$ cat src/logic/frame_match_pkg.sv
// shared widths, flag bit positions and lfsr constants; the store depth fixes pat_addr_t at 11 bits.
`default_nettype none

package frame_match_pkg;

	localparam int num_slots = 4;
	localparam int pattern_depth = 2048;
	localparam int ext_max = 16;

	// bit positions inside each slot's flag byte.
	localparam int flag_any = 0;
	localparam int flag_last = 1;
	localparam int flag_repl = 2;
	localparam int flag_rand = 3;
	localparam int flag_capture = 4;

	// fibonacci taps 8, 6, 5 and 4 as a mask over bits 7..0.
	localparam logic [7:0] lfsr_seed = 8'd11;
	localparam logic [7:0] lfsr_taps = 8'b1011_1000;

	typedef logic [7:0] byte_t;
	typedef logic [10:0] pat_addr_t;
	typedef logic [3:0] slot_mask_t;

	// slot i sits in byte i.
	typedef logic [31:0] pat_word_t;

	// counts 0 to ext_max, so one bit wider than the index.
	typedef logic [4:0] ext_num_t;

	// capture k sits in byte k.
	typedef logic [127:0] ext_data_t;

	typedef logic [1:0] report_id_t;

endpackage

`default_nettype wire

$ cat src/logic/byte_lfsr.sv
// 8-bit fibonacci lfsr; steps once per cycle with step high, so its sequence follows valid beats only.
`timescale 1ns/1ns
`default_nettype none

module byte_lfsr import frame_match_pkg::*; (
	input wire logic s_axis_clk,
	input wire logic rst_n_cdc,
	input wire logic step,
	output byte_t value
);

	logic feedback;

	// xor of the tapped bits enters at bit 0.
	assign feedback = ^(value & lfsr_taps);

	always_ff @(posedge s_axis_clk) begin
		if (!rst_n_cdc) begin
			value <= lfsr_seed;
		end else if (step) begin
			value <= {value[6:0], feedback};
		end
	end

endmodule

`default_nettype wire

$ cat config.mk
export PLATFORM = sky130hd
export DESIGN_NAME = byte_lfsr
export DESIGN_NICKNAME = d
export VERILOG_FILES = /design/src/logic/frame_match_pkg.sv /design/src/logic/byte_lfsr.sv
export SDC_FILE = /design/constraint.sdc
export NUM_CORES = 1
export LEC_CHECK = 0
export BUFFER_PORTS_ARGS = -buffer_cell sky130_fd_sc_hd__buf_2
export CORE_AREA = 2 2 39 41
export DETAILED_ROUTE_END_ITERATION = 8
export DIE_AREA = 0 0 41 43
export HOLD_SLACK_MARGIN = 0.06
export MAX_ROUTING_LAYER = met4
export PLACE_DENSITY = 0.46
export SYNTH_ARGS = -nofsm -noshare
export SYNTH_HDL_FRONTEND = slang
export SYNTH_SLANG_ARGS = --single-unit
$ cat constraint.sdc
create_clock -name s_axis_clk -period 0.9 [get_ports s_axis_clk]
set_input_delay 0.18 -clock s_axis_clk [delete_from_list [all_inputs] [get_ports s_axis_clk]]
set_output_delay 0.18 -clock s_axis_clk [all_outputs]
set_load 0.01 [all_outputs]
After elaboration in Yosys (flattened, before gate mapping)
Index checks and enable logic that the tools add are counted.
{"block": "word_totals", "ff_bits": 8, "inputBits": 3, "output_inout_bits": 8, "word_cells": 2}
{"block": "classes", "reduce_logical": 1}
{"cell": "8-bit XOR reduction", "n": 1}

Logic depth before layout (Yosys ltp)
Gate-level depths: netlist of the first run.
{"block": "logic_depth", "depth_word": 1, "depth_mapped": 3, "ltp_nobuf": 3}

Worst setup path after synthesis of the first run
Ideal clock, no wire load.
{"block": "synth_timing", "path_kind": "register to register", "startpoint": "register value[5]", "endpoint": "register value[0]", "setup_ps": 125, "arrival_time_ps": 759, "required_ps": 775, "slack_ps": 16, "stages_incl_launch_ff": 4, "n_path_buf": 0, "period_less_slack_ps": 884, "cell_sequence": "dfxtp_1 > xnor2_1 > xnor2_1 > a31oi_1"}
{"block": "synth_via", "elab_chain_cells": 1}
{"item": "from (decl)", "line": "byte_lfsr.sv:9", "rtl": "output byte_t value"}
{"item": "from (signal assigned)", "line": "byte_lfsr.sv:19", "rtl": "value <= lfsr_seed;"}
{"item": "from (signal assigned)", "line": "byte_lfsr.sv:21", "rtl": "value <= {value[6:0], feedback};"}
{"item": "8-bit XOR reduction", "line": "byte_lfsr.sv:15", "rtl": "assign feedback = ^(value & lfsr_taps);"}
Every way passes these cells.
A chain may end at the register's enable or synchronous reset.

Worst setup path after layout of the first run
{"block": "layout_timing", "startpoint": "register value[4]", "endpoint": "output value[4]"}
No word-level cell between the ends.

==> flow_metrics.tcl, run 1 <==
set metrics [dict create \
    synth-simple-area-share_pct 14.62 \
    clock-root-buffer "clkbuf_4" \
    grt_max_degree 10 \
    coreArea_um2 1384 \
    violations "negative setup slack" \
    slowest_stage "dfxtp_2" \
    synth_cell_type_count 8 \
    largest_reg_flops 8 \
    clk_pin_slew_ps 50 \
    ys_seq_elements 8 \
    layout.cells.non_filler 64 \
    synth_top_area_cell "dfxtp_1" \
    numCtsBuffers 3 \
    tightest_slew_ps 232.3 \
    path_class "reg -> out" \
    dieArea_um2 1763 \
    synth_cells 28 \
    overflow 0 \
    cp_top_family "flip-flops" \
    required_ps 720 \
    crit_chain "buf_6 > buf_6" \
    crit_top_cell "buf_6" \
    slew_headroom_pct 84.51 \
    skew_ps 1.950 \
    io_pins 11 \
    vias_per_cell 4.219 \
    drc 0 \
    cp.arrival_ps 800 \
    routabilityCongestion 0.7167 \
    port_buffers 10 \
    syn-cell-area_um2 316.6 \
    final_core_util_pct 39.51 \
    first_global_vias 270 \
    finalCritPeriodShare_pct 108.4 \
    cp-start-kind "flop" \
    wl_um 634 \
    max_cap_violations 0 \
    setup_viol 3 \
    cts_buffer_depth 2 \
    antenna_found_initial 0 \
    drt_iter0_markers 0 \
    yosys_warnings 0 \
    synthesis.nets 31 \
    post_drt_wl_per_cell_um 9.906 \
    antenna_cells 0 \
    final-seq-area_um2 172.7 \
    synth.area.mux_share_pct 22.13 \
    antenna_left 0 \
    drt_first_pass_iters 1 \
    preCtsSetupSlack_ps 23.10 \
    largest_register "value" \
    cts.sinks 8 \
    grt_setup_unrepaired "true" \
    fillers 142 \
    drive_above_1_share_pct 62.50 \
    num_rows 14 \
    status "complete, but fails checks" \
    synth-seq-area-share_pct 50.59 \
    fp.dieW_um 41 \
    track_usage_pct 9.814 \
    dpl.cell_count 55 \
    end_kind "output pin" \
    fmax_mhz 1025 \
    grt_pass1_wl_um 1069 \
    ir_drop_mv 0.8987 \
    multi_input_area_um2 156.4 \
    finalNetCount 53 \
    maxSlewViolCount 0 \
    holdCritPathClass "in -> reg" \
    fin_crit_ps 975.6 \
    synth-xor-area-share_pct 8.300 \
    hold_buffers 0 \
    fin_tns_setup_ps -172.4 \
    synth_top_family_by_area "multiplexers" \
    area_delta_synth_final_pct 72.73 \
    cpPeakStageDelay_ps 330 \
    finalPower_uw 852.9 \
    syn_avg_cell_area_um2 11.31 \
    die_h_um 43 \
    synth_compound_area_share_pct 1.976 \
    worst-path-buf-inv 2 \
    htreeDepth 1 \
    synth-adder-area-share_pct 0 \
    finalWorstSetupSlack_ps -75.57 \
    powerDensity_nw_per_um2 1560 \
    synth_top_area_share_pct 50.59 \
    start_util_pct 22.88 \
    path_max_fanout 2 \
    clock_latency_ps 250 \
    synthTopCellsByArea "dfxtp_1 (51%), mux2i_1 (22%), nor2b_1 (9.9%)" \
    top_regs "value: 8 flops" \
    cts_tree "yes" \
    vias 270 \
    p_leak_uw 0.0002458 \
    finalHoldViolations 0 \
]
[through the flow]
| step | cell area [um^2] | hold WS (ps) |
|---|---|---|
| 6_report | 546.8 | 162.2 |
| 5_1_grt | 546.8 | 179.1 |
| 4_1_cts | 503.0 | 159.8 |
| 3_5_place_dp | 394.1 | 422.6 |
| 3_3_place_gp | 394.1 | 415.8 |
| 2_1_floorplan | 316.6 | 241.9 |
[layout make-up]
cell class,count,share of cell area (%)
clock buffer,3,4.119
timing repair buffer,18,32.04
tap,16,3.661
sequential,8,31.58
multi-input combinational,19,28.60
[synth_stat cells (all sizes together)]
cell type,instances
mux2i,7
xnor2,3
nor3b,1
nand2,2
buf,1
nor2b,5
dfxtp,8
a31oi,1
[placed cells by master (no fill, tap or decap)]
cell / n
buf_6: 12
mux2i_1: 7
dfxtp_2: 7
nor2b_1: 5
buf_4: 4
clkbuf_4: 3
nand2_1: 2
xnor2_1: 2
buf_2: 2
xnor2_2: 1
nor3b_1: 1
a31oi_1: 1
dfxtp_4: 1
[power breakdown]
group | switching [uW] | internal [uW] | leakage, uW
clock | 112 | 152 | 0.0000138
combinational | 66.4 | 124 | 0.000165
sequential | 18.8 | 380 | 0.0000669
total | 197 | 656 | 0.000246
[timing repair]
action                     CTS  global route
gates resized for setup     16             6
pin swaps                    0             4
setup endpoints to repair    8            11
buffers inserted             4             2
[cell families (layout without fill, tap and decap cells)]
logic type             count (synthesis)  after routing
buffers and inverters                  1             21
XOR/XNOR                               3              3
AND/OR/NAND/NOR                        8              8
flip-flops                             8              8
multiplexers                           7              7
AO/OA/AOI/OAI                          1              1
[path summary, 6_finish.rpt]
kind                            endpoint  depth (start not counted)  slack, ps  startpoint
worst min register to register  value[1]                          2        490    value[0]
worst min-delay path            value[1]                          2        160   rst_n_cdc
worst max-delay path            value[4]                          2        -80    value[4]
worst max register to register  value[0]                          4        -30    value[4]
[metal layers]
metal	part of all wire, %	up-vias	GRT usage, %
li1	-	133	-
met1	41	126	10.10
met2	50	11	13.44
met3	8.8	0	7.853
met4	0	0	4.000
met5	0	-	-
No activity file was read; power rests on OpenSTA's default activity.
==> run 2: changes to the inputs <==
==> constraint.sdc (replaced) <==
create_clock -name s_axis_clk -period 1.1 [get_ports s_axis_clk]
set_input_delay 0.22 -clock s_axis_clk [delete_from_list [all_inputs] [get_ports s_axis_clk]]
set_output_delay 0.22 -clock s_axis_clk [all_outputs]
set_load 0.01 [all_outputs]
==> flow_metrics.tcl, run 2 (synthesis gave the netlist of run 1 again) <==
set metrics [dict create \
    status "finished, final reports clean" \
    cts_setup_buffers 0 \
    cts-resized-gates 0 \
    path_max_fanout 4 \
    max_cap_violations 0 \
    ir_drop_mv 0.5237 \
    skew_ps 2.142 \
    fin_crit_ps 1013 \
    path_class "reg -> out" \
    io_pins 11 \
    antenna_left 0 \
    clock-root-buffer "clkbuf_4" \
    area_delta_synth_final_pct 26.88 \
    finalCritPeriodShare_pct 92.06 \
    finalHoldViolations 0 \
    multi_input_area_um2 148.9 \
    cpPeakStageDelay_ps 390 \
    required_ps 880 \
    vias 242 \
    track_usage_pct 8.969 \
    overflow 0 \
    placed_area_um2 379.1 \
    mostFrequentLayoutCell "buf_2" \
    top_regs "value: 8 flops" \
    cts.sinks 8 \
    cp.arrival_ps 790 \
    cp_top_family "flip-flops" \
    numCtsBuffers 3 \
    cp-start-kind "flop" \
    grt_pass1_wl_um 1007 \
    finalNetCount 45 \
    mostFrequentLayoutCells "buf_2 (10), dfxtp_1 (8), mux2i_1 (7)" \
    dp_hpwl_um 417.3 \
    hold_buffers 0 \
    r2r_setup_slack_ps 210 \
    p_leak_uw 0.0001801 \
    port_buffers 10 \
    drt_iter0_markers 2 \
    final-seq-area_um2 160.2 \
    start_util_pct 22.88 \
    slowest_stage "dfxtp_1" \
    drive_above_1_share_pct 32.50 \
    routabilityCongestion 0.6807 \
    antenna_cells 0 \
    grt_max_degree 10 \
    finalWorstSetupSlack_ps 87.35 \
    finalPower_uw 628.0 \
    cts_buffer_depth 2 \
    largest_reg_flops 8 \
    fillers 158 \
    worst-path-buf-inv 1 \
    fin_tns_setup_ps 0 \
    num_rows 14 \
    dieArea_um2 1763 \
    wl_um 558 \
    fin_area_um2 401.6 \
    setup_viol 0 \
    crit_chain "buf_2" \
    holdCritPathClass "in -> reg" \
    post_drt_wl_per_cell_um 9.964 \
    antenna_found_initial 0 \
    clock_latency_ps 250 \
    powerDensity_nw_per_um2 1564 \
    htreeDepth 1 \
    die_h_um 43 \
    cts_tree "yes" \
    preCtsSetupSlack_ps 205.3 \
    grt_setup_unrepaired "false" \
    coreArea_um2 1384 \
    end_kind "output pin" \
    maxSlewViolCount 0 \
    fmax_mhz 987.5 \
    final_core_util_pct 29.02 \
    tightest_slew_ps 231.0 \
    first_global_vias 228 \
    clk_pin_slew_ps 50 \
    largest_register "value" \
    fp.dieW_um 41 \
    vias_per_cell 4.321 \
    drc 0 \
    drt_first_pass_iters 2 \
    slew_headroom_pct 84.60 \
]
## run 2: cell count changes in the layout (fill, tap and decap cells not counted)
cell and change:
buf_4 -4, xnor2_2 -1, dfxtp_4 -1, buf_6 -12, dfxtp_2 -7, dfxtp_1 +8, buf_2 +8, xnor2_1 +1
## run 2: metrics by stage
step | cells | hold WS (ps)
global route | 56 | 215.3
floorplan | 28 | 281.9
detailed placement | 53 | 459.1
finish | 56 | 199.1
CTS | 56 | 202.0
global placement | 53 | 455.6
## run 2: layout make-up
class / instances / area share (%)
Clock buffer: 3 / 5.607
Multi-Input combinational cell: 19 / 37.07
Sequential cell: 8 / 39.88
Tap cell: 16 / 4.984
Timing Repair Buffer: 10 / 12.46
## run 2: metal layers
| metal | wire length (um) | vias up | global-route usage [%] |
|---|---|---|---|
| met4 | 12 | 0 | 4.000 |
| li1 | - | 119 | - |
| met5 | 0 | - | - |
| met1 | 255 | 110 | 11.97 |
| met2 | 226 | 11 | 10.94 |
| met3 | 64 | 2 | 4.712 |
## run 2: where the power goes
group          switching, uW  internal, uW  leakage [uW]  total (uW)
logic                   38.4          43.0      0.000101        81.4
clock network           97.9           125     0.0000138         223
registers               15.9           308     0.0000658         324
## run 2: worst paths after layout
kind / startpoint / to / cells after the start
worst max-delay path: value[3] / value[3] / 1
worst min register to register: value[1] / value[1] / 2
worst max register to register: value[5] / value[0] / 3
worst min-delay path: rst_n_cdc / value[3] / 2
==> run 3: changes to the inputs <==
--- a/config.mk
+++ b/config.mk
@@ -5,7 +5,7 @@
 export SDC_FILE = /design/constraint.sdc
 export NUM_CORES = 1
 export LEC_CHECK = 0
-export BUFFER_PORTS_ARGS = -buffer_cell sky130_fd_sc_hd__buf_2
+export BUFFER_PORTS_ARGS = -buffer_cell sky130_fd_sc_hd__buf_4
 export CORE_AREA = 2 2 39 41
 export DETAILED_ROUTE_END_ITERATION = 8
 export DIE_AREA = 0 0 41 43
==> flow_metrics.tcl, run 3 (synthesis gave the netlist of run 1 again) <==
set metrics [dict create \
    status "finished, final reports clean" \
    skew_ps 1.358 \
    cts_buffer_depth 2 \
    post_drt_wl_per_cell_um 10.04 \
    fin_crit_ps 997.9 \
    cp-start-kind "flop" \
    fmax_mhz 1002 \
    antenna_found_initial 0 \
    largest_register "value" \
    dieArea_um2 1763 \
    fin_tns_setup_ps 0 \
    worst-path-buf-inv 1 \
    finalPower_uw 627.1 \
    r2r-end "value[0]" \
    routabilityCongestion 0.6423 \
    vias 226 \
    slowest_stage "dfxtp_1" \
    clock_latency_ps 240 \
    finalCritPeriodShare_pct 90.72 \
    cts_tree "yes" \
    cp.arrival_ps 780 \
    crit_chain "buf_4" \
    worstReg2RegStart "value[3]" \
    area_delta_synth_final_pct 34.78 \
    overflow 0 \
    hold_buffers 0 \
    clk_pin_slew_ps 50 \
    antenna_left 0 \
    dpl.cell_count 53 \
    drt_first_pass_iters 1 \
    layout.cells.non_filler 56 \
    num_rows 14 \
    coreArea_um2 1384 \
    cts.sinks 8 \
    clock-root-buffer "clkbuf_4" \
    hold_start "rst_n_cdc" \
    ir_drop_mv 0.6087 \
    fp.dieW_um 41 \
    top_regs "value: 8 flops" \
    p_leak_uw 0.0001874 \
    grt_pass1_wl_um 952 \
    powerDensity_nw_per_um2 1470 \
    finalNetCount 45 \
    cts_setup_buffers 0 \
    max_cap_violations 0 \
    tightest_slew_ps 139.7 \
    required_ps 880 \
    drt_iter0_markers 0 \
    path_class "reg -> out" \
    maxSlewViolCount 0 \
    start_util_pct 22.88 \
    end_kind "output pin" \
    cpPeakStageDelay_ps 390 \
    wl_um 562 \
    die_h_um 43 \
    r2r_setup_slack_ps 210 \
    mostFrequentLayoutCells "buf_4 (10), dfxtp_1 (8), mux2i_1 (7)" \
    drc 0 \
    numCtsBuffers 3 \
    io_pins 11 \
    largest_reg_flops 8 \
    finalHoldViolations 0 \
    track_usage_pct 8.884 \
    grt_max_degree 10 \
    hold_depth 2 \
    grt_setup_unrepaired "false" \
    antenna_cells 0 \
    port_buffers 10 \
    htreeDepth 1 \
    mostFrequentLayoutCell "buf_4" \
    cp_top_family "flip-flops" \
    cts-resized-gates 0 \
    path_max_fanout 4 \
    first_global_vias 225 \
    slew_headroom_pct 90.42 \
    r2r_cells 3 \
    vias_per_cell 4.036 \
    hold_end "value[1]" \
    fillers 159 \
    setup_viol 0 \
    holdCritPathClass "in -> reg" \
    drive_above_1_share_pct 32.50 \
]
## run 3: cell counts in the layout (fill, tap and decap cells not counted)
Identical to the previous run, type by type.
## run 3: how the worst max path moves through the flow
stage,startpoint,end,slack [ps],cells after the start
finish,value[5],value[5],100,1
global route,value[5],value[5],50,1
CTS,value[5],value[5],90,1
detailed placement,value[3],value[0],220,3
global placement,value[3],value[0],230,3
floorplan,value[5],value[0],220,3
## run 3: per-layer routing
layer,GRT usage [%],vias up,part of all wire (%)
li1,-,120,-
met1,12.05,97,47
met2,8.750,9,43
met3,4.712,0,10
met4,8.000,0,0
met5,-,-,0
## run 3: per-stage QoR
stage               instance area, um^2  hold slack (ps)  util (%)  setup WS, ps
floorplan                         316.6            281.9         -         216.2
global placement                  404.1            441.8     29.20         225.1
detailed placement                404.1            450.3     29.20         215.6
CTS                               426.7            193.2     30.83         85.12
global route                      426.7            191.6     30.83         51.78
finish                            426.7            197.3     30.83         102.1
## run 3: final cells by class
class,instances,area (um^2),area share (%)
Clock buffer,3,22.52,5.279
Multi-Input combinational cell,19,148.9,34.90
Sequential cell,8,160.2,37.54
Tap cell,16,20.02,4.692
Timing Repair Buffer,10,75.07,17.60
## run 3: power by group
group	internal, uW	switching (uW)
Clock	124	84.7
Combinational	54.1	39.0
Sequential	309	16.8
Total	487	141
## run 3: worst reg2reg max path, cell delays in order, from the launching register on
cell	delay, ps
dfxtp_1	390
xnor2_1	160
xnor2_1	140
a31oi_1	90
