**src/logic/frame_match_pkg.sv**
```systemverilog
// shared widths, flag bit positions and lfsr constants; the store depth fixes pat_addr_t at 11 bits.
`default_nettype none

package frame_match_pkg;

	localparam int num_slots = 4;
	localparam int pattern_depth = 2048;
	localparam int ext_max = 16;

	// bit positions inside each slot's flag byte.
	localparam int flag_any = 0;
	localparam int flag_last = 1;
	localparam int flag_repl = 2;
	localparam int flag_rand = 3;
	localparam int flag_capture = 4;

	// fibonacci taps 8, 6, 5 and 4 as a mask over bits 7..0.
	localparam logic [7:0] lfsr_seed = 8'd11;
	localparam logic [7:0] lfsr_taps = 8'b1011_1000;

	typedef logic [7:0] byte_t;
	typedef logic [10:0] pat_addr_t;
	typedef logic [3:0] slot_mask_t;

	// slot i sits in byte i.
	typedef logic [31:0] pat_word_t;

	// counts 0 to ext_max, so one bit wider than the index.
	typedef logic [4:0] ext_num_t;

	// capture k sits in byte k.
	typedef logic [127:0] ext_data_t;

	typedef logic [1:0] report_id_t;

endpackage

`default_nettype wire

```
**src/logic/frame_result_if.sv**
```systemverilog
// per-frame result from tracker to report; the fields are only valid while frame_end is high.
`timescale 1ns/1ns
`default_nettype none

interface frame_result_if import frame_match_pkg::*; ();

	logic frame_end;
	slot_mask_t slot_match;
	ext_num_t ext_num;
	ext_data_t ext_data;

	modport src (output frame_end, output slot_match, output ext_num, output ext_data);

	modport dst (input frame_end, input slot_match, input ext_num, input ext_data);

endinterface

`default_nettype wire

```
**src/logic/pattern_tracker.sv**
```systemverilog
// compares one byte per beat against four slots; no back-pressure, positions past 2047 are not compared.
`timescale 1ns/1ns
`default_nettype none

module pattern_tracker import frame_match_pkg::*; (
	input wire logic s_axis_clk,
	input wire logic rst_n_cdc,
	input byte_t s_axis_tdata,
	input wire logic s_axis_tuser,
	input wire logic s_axis_tlast,
	input wire logic s_axis_tvalid,
	output byte_t m_axis_tdata,
	output logic m_axis_tuser,
	output logic m_axis_tlast,
	output logic m_axis_tvalid,
	output pat_addr_t pat_addr,
	input pat_word_t pat_data,
	input pat_word_t pat_flags,
	input byte_t rand_byte,
	frame_result_if.src res
);

	byte_t data_q;
	logic user_q;
	logic last_q;
	logic valid_q;
	logic addr_done;
	logic over_q;
	logic cmp_en;
	logic capture;
	slot_mask_t match_q;
	slot_mask_t match_base;
	slot_mask_t slot_fail;
	slot_mask_t repl_req;
	byte_t repl_data [num_slots];
	ext_num_t ext_base;
	ext_num_t ext_num_q;
	ext_data_t ext_data_q;

	always_ff @(posedge s_axis_clk) begin
		data_q <= s_axis_tdata;
		user_q <= s_axis_tuser;
		last_q <= s_axis_tlast;
		over_q <= addr_done;
	end

	always_ff @(posedge s_axis_clk) begin
		if (!rst_n_cdc) begin
			valid_q <= 1'b0;
			res.frame_end <= 1'b0;
		end else begin
			valid_q <= s_axis_tvalid;
			res.frame_end <= valid_q & last_q;
		end
	end

	// store read is issued here, so pat_data lines up with data_q.
	always_ff @(posedge s_axis_clk) begin
		if (!rst_n_cdc || s_axis_tlast) begin
			pat_addr <= '0;
			addr_done <= 1'b0;
		end else if (s_axis_tvalid) begin
			if (pat_addr != pat_addr_t'(pattern_depth - 1)) begin
				pat_addr <= pat_addr + pat_addr_t'(1);
			end else begin
				addr_done <= 1'b1;
			end
		end
	end

	assign cmp_en = valid_q & ~over_q;

	// the first beat of a back-to-back frame starts from a fresh match set.
	assign match_base = res.frame_end ? '1 : match_q;
	assign ext_base = res.frame_end ? '0 : ext_num_q;

	always_comb begin
		capture = 1'b0;
		for (int i = 0; i < num_slots; i++) begin
			slot_fail[i] = 1'b0;
			repl_req[i] = 1'b0;
			repl_data[i] = '0;
			if (cmp_en) begin
				if (pat_data[8*i +: 8] != data_q && !pat_flags[8*i + flag_any]) begin
					slot_fail[i] = 1'b1;
				end
				if (pat_flags[8*i + flag_last] && !last_q) begin
					slot_fail[i] = 1'b1;
				end
				// capture does not care whether the slot still matches.
				if (pat_flags[8*i + flag_capture]) begin
					capture = 1'b1;
				end
				if (match_base[i]) begin
					if (pat_flags[8*i + flag_repl]) begin
						repl_req[i] = 1'b1;
						repl_data[i] = pat_data[8*i +: 8];
					end else if (pat_flags[8*i + flag_rand]) begin
						repl_req[i] = 1'b1;
						repl_data[i] = rand_byte;
					end
				end
			end
		end
	end

	always_ff @(posedge s_axis_clk) begin
		if (!rst_n_cdc) begin
			match_q <= '1;
		end else begin
			match_q <= match_base & ~slot_fail;
		end
	end

	always_ff @(posedge s_axis_clk) begin
		if (!rst_n_cdc) begin
			ext_num_q <= '0;
			ext_data_q <= '0;
		end else begin
			if (res.frame_end) begin
				ext_data_q <= '0;
			end
			ext_num_q <= ext_base;
			if (capture && ext_base != ext_num_t'(ext_max)) begin
				ext_data_q[8*ext_base[3:0] +: 8] <= data_q;
				ext_num_q <= ext_base + ext_num_t'(1);
			end
		end
	end

	// lowest slot wins, so walk down from the top.
	always_comb begin
		m_axis_tdata = data_q;
		for (int i = num_slots - 1; i >= 0; i--) begin
			if (repl_req[i]) begin
				m_axis_tdata = repl_data[i];
			end
		end
	end

	assign m_axis_tuser = user_q;
	assign m_axis_tlast = last_q;
	assign m_axis_tvalid = valid_q;

	assign res.slot_match = match_q;
	assign res.ext_num = ext_num_q;
	assign res.ext_data = ext_data_q;

endmodule

`default_nettype wire

```
**src/flat_wrapper.sv**
```systemverilog
// flat-port wrapper written by rule: the top's interface ports become plain ports
module pattern_tracker_flat import frame_match_pkg::*;
  (s_axis_clk, rst_n_cdc, s_axis_tdata, s_axis_tuser, s_axis_tlast, s_axis_tvalid, m_axis_tdata, m_axis_tuser, m_axis_tlast, m_axis_tvalid, pat_addr, pat_data, pat_flags, rand_byte, res_frame_end, res_slot_match, res_ext_num, res_ext_data);
  frame_result_if res_i ();
  input wire logic s_axis_clk;
  input wire logic rst_n_cdc;
  input byte_t s_axis_tdata;
  input wire logic s_axis_tuser;
  input wire logic s_axis_tlast;
  input wire logic s_axis_tvalid;
  output byte_t m_axis_tdata;
  output logic m_axis_tuser;
  output logic m_axis_tlast;
  output logic m_axis_tvalid;
  output pat_addr_t pat_addr;
  input pat_word_t pat_data;
  input pat_word_t pat_flags;
  input byte_t rand_byte;
  output wire logic [$bits(res_i.frame_end)-1:0] res_frame_end;
  output wire logic [$bits(res_i.slot_match)-1:0] res_slot_match;
  output wire logic [$bits(res_i.ext_num)-1:0] res_ext_num;
  output wire logic [$bits(res_i.ext_data)-1:0] res_ext_data;
  assign res_frame_end = res_i.frame_end;
  assign res_slot_match = res_i.slot_match;
  assign res_ext_num = res_i.ext_num;
  assign res_ext_data = res_i.ext_data;
  pattern_tracker u_core (.s_axis_clk(s_axis_clk), .rst_n_cdc(rst_n_cdc), .s_axis_tdata(s_axis_tdata), .s_axis_tuser(s_axis_tuser), .s_axis_tlast(s_axis_tlast), .s_axis_tvalid(s_axis_tvalid), .m_axis_tdata(m_axis_tdata), .m_axis_tuser(m_axis_tuser), .m_axis_tlast(m_axis_tlast), .m_axis_tvalid(m_axis_tvalid), .pat_addr(pat_addr), .pat_data(pat_data), .pat_flags(pat_flags), .rand_byte(rand_byte), .res(res_i));
endmodule
```
**config.mk**
```make
export PLATFORM = sky130hd
export DESIGN_NAME = pattern_tracker_flat
export DESIGN_NICKNAME = d
export VERILOG_FILES = /design/src/logic/frame_match_pkg.sv /design/src/logic/frame_result_if.sv /design/src/logic/pattern_tracker.sv /design/src/flat_wrapper.sv
export SDC_FILE = /design/constraint.sdc
export NUM_CORES = 1
export LEC_CHECK = 0
export BUFFER_PORTS_ARGS = -buffer_cell sky130_fd_sc_hd__buf_2
export CAP_MARGIN = 40
export CORE_MARGIN = 1.5
export CORE_UTILIZATION = 50
export DETAILED_ROUTE_END_ITERATION = 10
export PLACE_DENSITY = 0.79
export SLEW_MARGIN = 20
export SYNTH_ARGS = -nofsm -noshare
export SYNTH_HDL_FRONTEND = slang
export SYNTH_SLANG_ARGS = --single-unit
```
**constraint.sdc**
```tcl
create_clock -name s_axis_clk -period 3.5 [get_ports s_axis_clk]
set_clock_uncertainty 0.15 [all_clocks]
set_input_delay 0.525 -clock s_axis_clk [delete_from_list [all_inputs] [get_ports s_axis_clk]]
set_output_delay 0.525 -clock s_axis_clk [all_outputs]
set_load 0.02 [all_outputs]
```
# [Yosys cells after proc, flatten, opt, wreduce, memory -nomap -nowiden]
# Index checks and enable logic that the tools add are counted.
[totals] ff_bits=162 word_cells=109 out_inout_bits=160
[classes] n_addsub=3 eq_ne=6 bitwise_logic=6 n_reduce_logical=18 n_mux=63 shift=2
[ops] op="128-bit two-way mux" count=3
[ops] op="8-bit two-way mux" count=20
[ops] op="128-bit bitwise mux" count=1
[ops] op="8-bit by 34-bit variable shift with 128-bit output (first input constant)" count=1
[ops] op="8-bit by 34-bit variable part select with 128-bit output" count=1
[ops] op="1-bit two-way mux" count=36
[ops] op="7-bit negation with 34-bit output" count=1
[ops] op="8-bit inequality test" count=4
[ops] op="11-bit by 1-bit adder with 11-bit output (second input constant)" count=1
[ops] op="11-bit inequality test (second input constant)" count=1
[ops] op="5-bit two-way mux" count=2
[ops] op="1-bit logical AND" count=9
[ops] op="1-bit logical NOT" count=6
[ops] op="5-bit by 1-bit adder with 5-bit output (second input constant)" count=1
[ops] op="5-bit inequality test (second input constant)" count=1
[ops] op="4-bit AND" count=1
[ops] op="4-bit two-way mux" count=1
[ops] op="4-bit NOT" count=1
[ops] op="2-bit AND reduction" count=2
[ops] op="1-bit AND" count=2
[ops] op="1-bit NOT" count=2
[ops] op="1-bit logical OR" count=1

# [Longest topological paths before layout]
# Gate-level depths: netlist of the first run.
[logic_depth] depth_word=11 ltp_mapped=9 depth_no_buf=7

# [Least setup slack after synthesis of the first run]
# No wires, ideal clock.
[synth_path] path_kind="flip-flop to flip-flop" from="register u_core.res.frame_end" to="register u_core.ext_data_q[100] (netlist: u_core.res.ext_data[100])" n_path_buf=3 required_ns=3.231 setup_slack_ns=0.723 path_stages_with_launch=10 arrival_time_ns=2.508 cell_sequence="dfxtp_1 -> buf_4 -> clkbuf_1 -> nand2b_1 -> ha_1 -> nor2_2 -> nand3_2 -> or4b_1 -> buf_6 -> mux2i_1"
[synth_via] elab_chain_len=5 elab_cells_between_ends=10 classes_between="add/sub (1); eq/ne (1); shift (2); mux (5); reduce/logical (1)"
[synth_lines] element="start: declaration" line_no="frame_result_if.sv:12" rtl="modport src (output frame_end, output slot_match, output ext_num, output ext_data);"
[synth_lines] element="start signal: assignment" line_no="pattern_tracker.sv:53" rtl="res.frame_end <= valid_q & last_q;"
[synth_lines] element="5-bit two-way mux" line_no="pattern_tracker.sv:75" rtl="assign ext_base = res.frame_end ? '0 : ext_num_q;"
[synth_lines] element="7-bit negation with 34-bit output" line_no="pattern_tracker.sv:125" rtl="ext_data_q[8*ext_base[3:0] +: 8] <= data_q;"
[synth_lines] element="8-bit by 34-bit variable part select with 128-bit output or 8-bit by 34-bit variable shift with 128-bit output (tied branches)" line_no="pattern_tracker.sv:125"
[synth_lines] element="128-bit bitwise mux" line_no="pattern_tracker.sv:125"
[synth_lines] element="128-bit two-way mux (*)" line_no="pattern_tracker.sv:124" rtl="if (capture && ext_base != ext_num_t'(ext_max)) begin"
[synth_lines] element="end signal: indexed assignment" line_no="pattern_tracker.sv:125"
[synth_lines] element="end: declaration" line_no="pattern_tracker.sv:38" rtl="ext_data_t ext_data_q;"
# Mark *: on every way between the ends. The rest lies on a longest branch, timed or not. The select of a mux whose other input is x is not followed.
# A chain may end at the register's enable or synchronous reset.

# [Worst setup path after layout of the first run]
[layout_path] from="register u_core.res.frame_end" to="output port m_axis_tdata[0]"
[layout_via] elab_chain_len=7 elab_cells_between_ends=21 classes_between="mux (21)"
[layout_lines] element="4-bit two-way mux (*)" line_no="pattern_tracker.sv:74" rtl="assign match_base = res.frame_end ? '1 : match_q;"
[layout_lines] element="8-bit two-way mux or 1-bit two-way mux (tied branches)" line_no="pattern_tracker.sv:94" rtl="if (match_base[i]) begin"
[layout_lines] element="8-bit two-way mux or 1-bit two-way mux (tied branches)" line_no="pattern_tracker.sv:83" rtl="if (cmp_en) begin"
[layout_lines] element="8-bit two-way mux (3 in a row)" line_no="pattern_tracker.sv:135" rtl="if (repl_req[i]) begin"
[layout_lines] element="8-bit two-way mux (*)" line_no="pattern_tracker.sv:135"
[layout_lines] element="end: declaration" line_no="flat_wrapper.sv:11" rtl="output byte_t m_axis_tdata;"
# Mark *: on every way between the ends. The rest lies on a longest branch, timed or not.

==> results of run 1 <==
## layout make-up
cell class,count,area (µm²),area share
tap,184,230,0.0243
clock inverter,10,149,0.0157
clock buffer,21,470,0.0496
inverter,9,33.8,0.00356
multi-input combinational,567,4000,0.422
sequential,162,3240,0.342
timing repair buffer,253,1360,0.143
## sequential cells by signal, indices dropped and copies added (netlist names)
signal                 count
u_core.res.slot_match      4
u_core.over_q              1
u_core.m_axis_tlast        1
u_core.res.frame_end       1
u_core.m_axis_tvalid       1
u_core.res.ext_data      128
u_core.res.ext_num         5
u_core.m_axis_tuser        1
u_core.data_q              8
u_core.pat_addr           11
u_core.addr_done           1
## through the flow
step / util / instance area [µm²] / total power, W / setup WS (ns)
finish: 0.650 / 9480 / 0.00424 / 0.282
global route: 0.650 / 9480 / 0.00439 / 0.143
CTS: 0.650 / 9480 / 0.00426 / 0.318
floorplan: - / 7510 / 0.00217 / 0.723
detailed placement: 0.608 / 8860 / 0.00233 / 0.465
global placement: 0.608 / 8860 / 0.00233 / 0.503
## layer usage
layer,track usage,part of all wire
met1,0.348,0.44
met5,0,0
met4,0.0989,0.023
met2,0.433,0.47
met3,0.0608,0.064
## Yosys cell counts, drive strengths merged (9+ instances only)
library cell and count:
nand2 189, dfxtp 162, mux2i 138, xor2 36, clkbuf 26, nor2 24, a22o 22, buf 22
a221oi 14, o22ai 13, nor2b 11, nor4 11, inv 9, o21ai 9
## worst min-delay path by stage
| stage | start | endpoint | slack (ns) | cells past startpoint |
|---|---|---|---|---|
| global route | s_axis_tdata[4] | u_core.data_q[4] | 0.03 | 1 |
| finish | s_axis_tdata[6] | u_core.data_q[6] | 0.05 | 1 |
| global placement | u_core.addr_done | u_core.over_q | 0.19 | 0 |
| CTS | s_axis_tdata[6] | u_core.data_q[6] | 0.04 | 1 |
| detailed placement | u_core.addr_done | u_core.over_q | 0.19 | 0 |
| floorplan | u_core.addr_done | u_core.over_q | 0.18 | 0 |
## power by group through the flow
stage                     combinational (W)  clock (W)  sequential (W)
final                              0.000420    0.00195         0.00188
after global routing               0.000449    0.00207         0.00188
after detailed placement           0.000414          0         0.00192
after global placement             0.000409          0         0.00192
after floorplan                    0.000242          0         0.00193
after CTS                          0.000416    0.00197         0.00188
## critical path, delay by kind of cell (launching register included)
kind,cells,cell delay [ns]
AO/OA/AOI/OAI,2,0.29
AND/OR/NAND/NOR,2,0.77
buffers and inverters,2,0.50
flip-flops,1,0.57
## kinds of logic after synthesis
group	after synthesis
flops	162
compound gates	88
simple gates	296
mux	138
buf+inv	57
fa+ha+maj	5
xor+xnor	40
==> summary.md, run 1 <==
| Metric | Value |
|---|---|
| Status | finished, final reports clean |
| Reg-to-reg slack, setup | around 0.44 ns |
| Starting Density | 0.514 |
| Yosys reg bits | about 160 |
| Via density | between 5 and 6 |
| Final setup fails | 0 |
| Worst EP required | 2.82 ns |
| Post-synthesis mux area share | 0.184 |
| Main combinational cell family by area after synthesis | simple AND/OR/NAND/NOR gates |
| # hold bufs at CTS | 0 |
| Post-DRT Antenna Nets | 0 |
| Synth warnings | 0 |
| Post-synth cell types | between 60 and 70 |
| Overall Global Routing Usage | 0.267 |
| Crit. End Element | output port |
| Clk slew on worst S/H paths | approximately 0.060 ns |
| Mapped Nets | approximately 900 |
| Vias in the first global route | 6209 |
| DR WL/cell | 17.7 µm |
| Internal | approximately 0.0032 W |
| CP Capture Point | m_axis_tdata[0] |
| Sw power | ~0.0010 W |
| Rel. slew slack | 0.432 |
| Combinational group share of total power | 0.099 |
| Post-synth top area share | 0.432 |
| Worst r2r path cells | 7 |
| Max-slew violation count | 0 |
| Worst R2R Start | u_core.res.ext_num[0] |
| Post-synth EDFFs | 0 |
| Grt total ovfl | 0 |
| Synth Instances | just under 800 |
| Lkg Pwr | ~4.4 nW |
| Cell mode on critical path | o22ai_1 |
| Drt total wl | ~21000 µm |
| Switching part of the total power | 0.244 |
| Pin count of the biggest net entering global routing | around 40 |
| HPWL Detailed | 15100 µm |
| Most frequent cells in the layout | buf_2, nand2_1, dfxtp_1 |
| Hold Crit Class | input pin to flop |
| Buffers on Ports | around 230 |
| Final nets | 1100 |
| Tmin final | between 3 and 4 ns |
| Clk sink count | 162 |
| CP Class | flop to output port |
| Cell Pwr Density | ~450 nW/µm² |
| Num CTS Buffers | 17 |
| Final hold slack | approximately 0.054 ns |
| Rows | 44 |
| Worst skew pair latency | ~0.42 ns |
| Complex-gate fraction of the synthesized area | 0.0928 |
| Total negative slack | 0 ns |
| Crit share post-route | 0.919 |
| Peak VDD IR | 0.301 mV |
| RSZ-0062 raised after global routing | false |
| Post-Syn Area | between 7000 and 8000 µm² |
| Leading cell type in the layout, fill and taps excluded | buf_2 |
| PostCTS Resize Cnt | 0 |
| CP Cell Sequence | buf_4 -> o22ai_1 -> nor2_1 -> or3_1 -> o22ai_1 -> buf_2 |
| Die ar. | ~16000 µm² |
| Max frequency | 0.311 GHz |
| Sequential share of the synthesized area | 0.432 |
| Crit path largest cell delay | ~0.57 ns |
| Filler cells | 1210 |
| Adder-Cell Fraction of Synth Area | 0.00833 |
| Initial antenna violation count | 0 |
| First-pass GRT wire length | ~33000 µm |
| CTS tree | built |
| Flop pwr share | 0.442 |
| Dominant synthesized flop cell | dfxtp_1 |
| Antenna Cells | 0 |
| Cell taking the most area after synthesis | dfxtp_1 |
| Die height | roughly 130 µm |
| Placed insts | between 1000 and 1500 |
| Vias after detailed routing | 6624 |
| Root Driver | clkbuf_16 |
| Setup Buffers After CTS | 0 |
| Final GP Congestion | 0.932 |
| H-tree depth | 4 |
| Clock share of power | 0.459 |
| First-pass DRT Iterations | 5 |
| CP startpoint kind | flop |
| Hold Vio Cnt, Final | 0 |
| Max cap viols | 0 |
| DR iter-0 viols | 450 |
| Deepest clock path buffer count | 2 |
| Die width | between 100 and 150 µm |
| # DRC | 0 |
| Ranking of synthesized cells by area | dfxtp_1, mux2i_1, nand2_1 |
| Top-Level Pins | between 200 and 250 |
| Area Overhead vs Synth | 26.4% |
| FFs w/ async S/R, synth | 0 |
| Total core area | 14600 µm² |
| Worst Setup SP | u_core.res.frame_end |
| Mean Syn Cell Area | about 9.5 µm² |
| Maximum fanout along the worst path | 16 |
| Critical R2R Capture | u_core.res.ext_data[97] |
| Proportion of layout cells with a drive suffix above 1 | 0.305 |
| Critical-path top delay cell | dfxtp_1 |
| Simple-gate share of the synthesized area | 0.200 |
| Xor and xnor area share after synthesis | 0.0467 |
| Worst EP arrival | about 2.5 ns |
| Post-Layout Cell Count | approximately 1200 |
| Least-Margin Pin Slew | around 0.85 ns |
Power figures use the tool's default switching activity.
==> inputs of run 2 (changes only) <==
--- a/config.mk
+++ b/config.mk
@@ -5,7 +5,7 @@
 export SDC_FILE = /design/constraint.sdc
 export NUM_CORES = 1
 export LEC_CHECK = 0
-export BUFFER_PORTS_ARGS = -buffer_cell sky130_fd_sc_hd__buf_2
+export BUFFER_PORTS_ARGS = -buffer_cell sky130_fd_sc_hd__clkbuf_2
 export CAP_MARGIN = 40
 export CORE_MARGIN = 1.5
 export CORE_UTILIZATION = 50
==> run 2 against run 1 <==
  * Die area unchanged
  * Clock power fell by 9.7%
  * Utilization shrank 0.63 points
  * Register-to-register slack improved by 0.21 ns
  * First-iteration DRC count rose by 1.6%
  * Sequential power barely moved
  * Non-clock buffer count is 1 lower
  * Critical endpoint unchanged
  * Highest routed layer unchanged
==> summary.md, run 2 (synthesized netlist as in run 1, its figures left out) <==
| Metric | Value |
|---|---|
| Final GP Congestion | approximately 0.95 |
| Min-delay src | s_axis_tdata[2] |
| Max reg flops | ~130 |
| Critical R2R Capture | u_core.res.ext_data[96] |
| Maximum fanout along the worst path | 15 |
| Crit share post-route | 0.928 |
| Least-Margin Pin Slew | ~0.8 ns |
| Status | finished, final reports clean |
| Die width | ~130 µm |
| Worst EP arrival | around 2.6 ns |
| Placed Area | 8830 µm² |
| HPWL Detailed | between 15000 and 20000 µm |
| Vias in the first global route | 6262 |
| Top-Level Pins | 245 |
| DR iter-0 viols | about 460 |
| Reg-to-reg slack, setup | 0.65 ns |
| Die height | approximately 130 µm |
| Cell Pwr Density | around 430 nW/µm² |
| Placed insts | ~1200 |
| Tmin final | roughly 3.2 ns |
| Proportion of layout cells with a drive suffix above 1 | 0.304 |
| Final nets | between 1000 and 1500 |
| Pin count of the biggest net entering global routing | a little over 60 |
| PostCTS Resize Cnt | 0 |
| DRT met1 WL | 9100 µm |
| CTS tree | built |
| Antenna Cells | 0 |
| Area Overhead vs Synth | 25.1% |
| Clk slew on worst S/H paths | roughly 0.060 ns |
| Deepest clock path buffer count | 2 |
| Setup Buffers After CTS | 0 |
| Max-slew violation count | 0 |
| CP Class | flop to output port |
| DR top layer | met4 |
| Initial antenna violation count | 0 |
| Met3 WL | 1310 µm |
| Final setup fails | 0 |
| Multi-input logic area | approximately 4000 µm² |
| Hold-critical path endpoint | u_core.data_q[2] |
| Worst setup margin | 0.252 ns |
| H-tree depth | 4 |
| DR WL met2 | approximately 10000 µm |
| Total core area | roughly 15000 µm² |
| Peak VDD IR | roughly 0.28 mV |
| Clk sink count | 162 |
| Num CTS Buffers | 17 |
| First-pass DRT Iterations | 5 |
| Hold Crit Class | input pin to flop |
| CP startpoint kind | flop |
| Total negative slack | 0 ns |
| Hold Vio Cnt, Final | 0 |
| Rel. slew slack | 0.449 |
| Buffers on Ports | between 200 and 250 |
| Post-Layout Cell Count | between 1000 and 1500 |
| Overall Global Routing Usage | 0.261 |
| WHS Path Cells | 1 |
| # hold bufs at CTS | 0 |
| Filler cells | approximately 1200 |
| RSZ-0062 raised after global routing | false |
| Leading cell type in the layout, fill and taps excluded | clkbuf_2 |
| Drt total wl | between 20000 and 25000 µm |
| Post-DRT Antenna Nets | 0 |
| Worst EP required | ~2.8 ns |
| Register area | approximately 3200 µm² |
| Root Driver | clkbuf_16 |
| DR WL/cell | about 17 µm |
| Via density | ~5.4 |
| Crit. End Element | output port |
| Worst r2r path cells | 7 |
| Die ar. | between 15000 and 20000 µm² |
| # DRC | 0 |
| Vias after detailed routing | about 6600 |
| First-pass GRT wire length | 32600 µm |
| Lkg Pwr | ~4.2 nW |
| Worst R2R Start | u_core.res.ext_num[1] |
| Final Cell Area | around 9400 µm² |
| Grt total ovfl | 0 |
| Rows | 44 |
| Max frequency | between 0.3 and 0.4 GHz |
| Most frequent cells in the layout | clkbuf_2, nand2_1, dfxtp_1 |
| Max cap viols | 0 |
| Worst slack, placed | ~0.67 ns |
| Worst skew pair latency | ~0.42 ns |
| Starting Density | 0.514 |
-- run 2: power breakdown --
| group | switching [W] | internal, W | total (W) |
|---|---|---|---|
| Combinational | 0.000261 | 0.000155 | 0.000416 |
| Sequential | 0.0000128 | 0.00186 | 0.00187 |
| Clock | 0.000766 | 0.000991 | 0.00176 |
-- run 2: metal layers --
metal	GRT usage	vias up
met1	0.334	3088
li1	-	3200
met2	0.421	234
met4	0.106	0
met3	0.0650	40
met5	0	-
-- run 2: worst max-delay path by stage --
stage / start / end
final: u_core.res.frame_end / m_axis_tdata[0]
after global routing: u_core.res.frame_end / m_axis_tdata[7]
after CTS: u_core.res.frame_end / m_axis_tdata[0]
after detailed placement: u_core.res.ext_num[1] / u_core.res.ext_data[103]
after global placement: u_core.res.ext_num[1] / u_core.res.ext_data[97]
after floorplan: u_core.res.frame_end / u_core.res.ext_data[100]
-- run 2: area by class of cell --
class / count / share of cell area
inverter: 9 / 0.00360
clock inverter: 13 / 0.0135
sequential: 162 / 0.345
clock buffer: 19 / 0.0461
timing repair buffer: 252 / 0.141
multi-input combinational: 567 / 0.426
tap: 184 / 0.0245
-- run 2: critical path: stages, from the launching register on --
cell and delay, ns:
dfxtp_1 0.59, buf_4 0.31, o22ai_1 0.14, nor2_1 0.43, or3_1 0.34, o22ai_1 0.16
clkbuf_2 0.19
-- run 2: through the flow --
stage | total power [W] | hold slack (ns) | util
3_3_place_gp | 0.00232 | 0.187 | 0.605
2_1_floorplan | 0.00217 | 0.181 | -
5_1_grt | 0.00420 | 0.0345 | 0.644
4_1_cts | 0.00407 | 0.0393 | 0.644
3_5_place_dp | 0.00233 | 0.191 | 0.605
6_report | 0.00405 | 0.0555 | 0.644
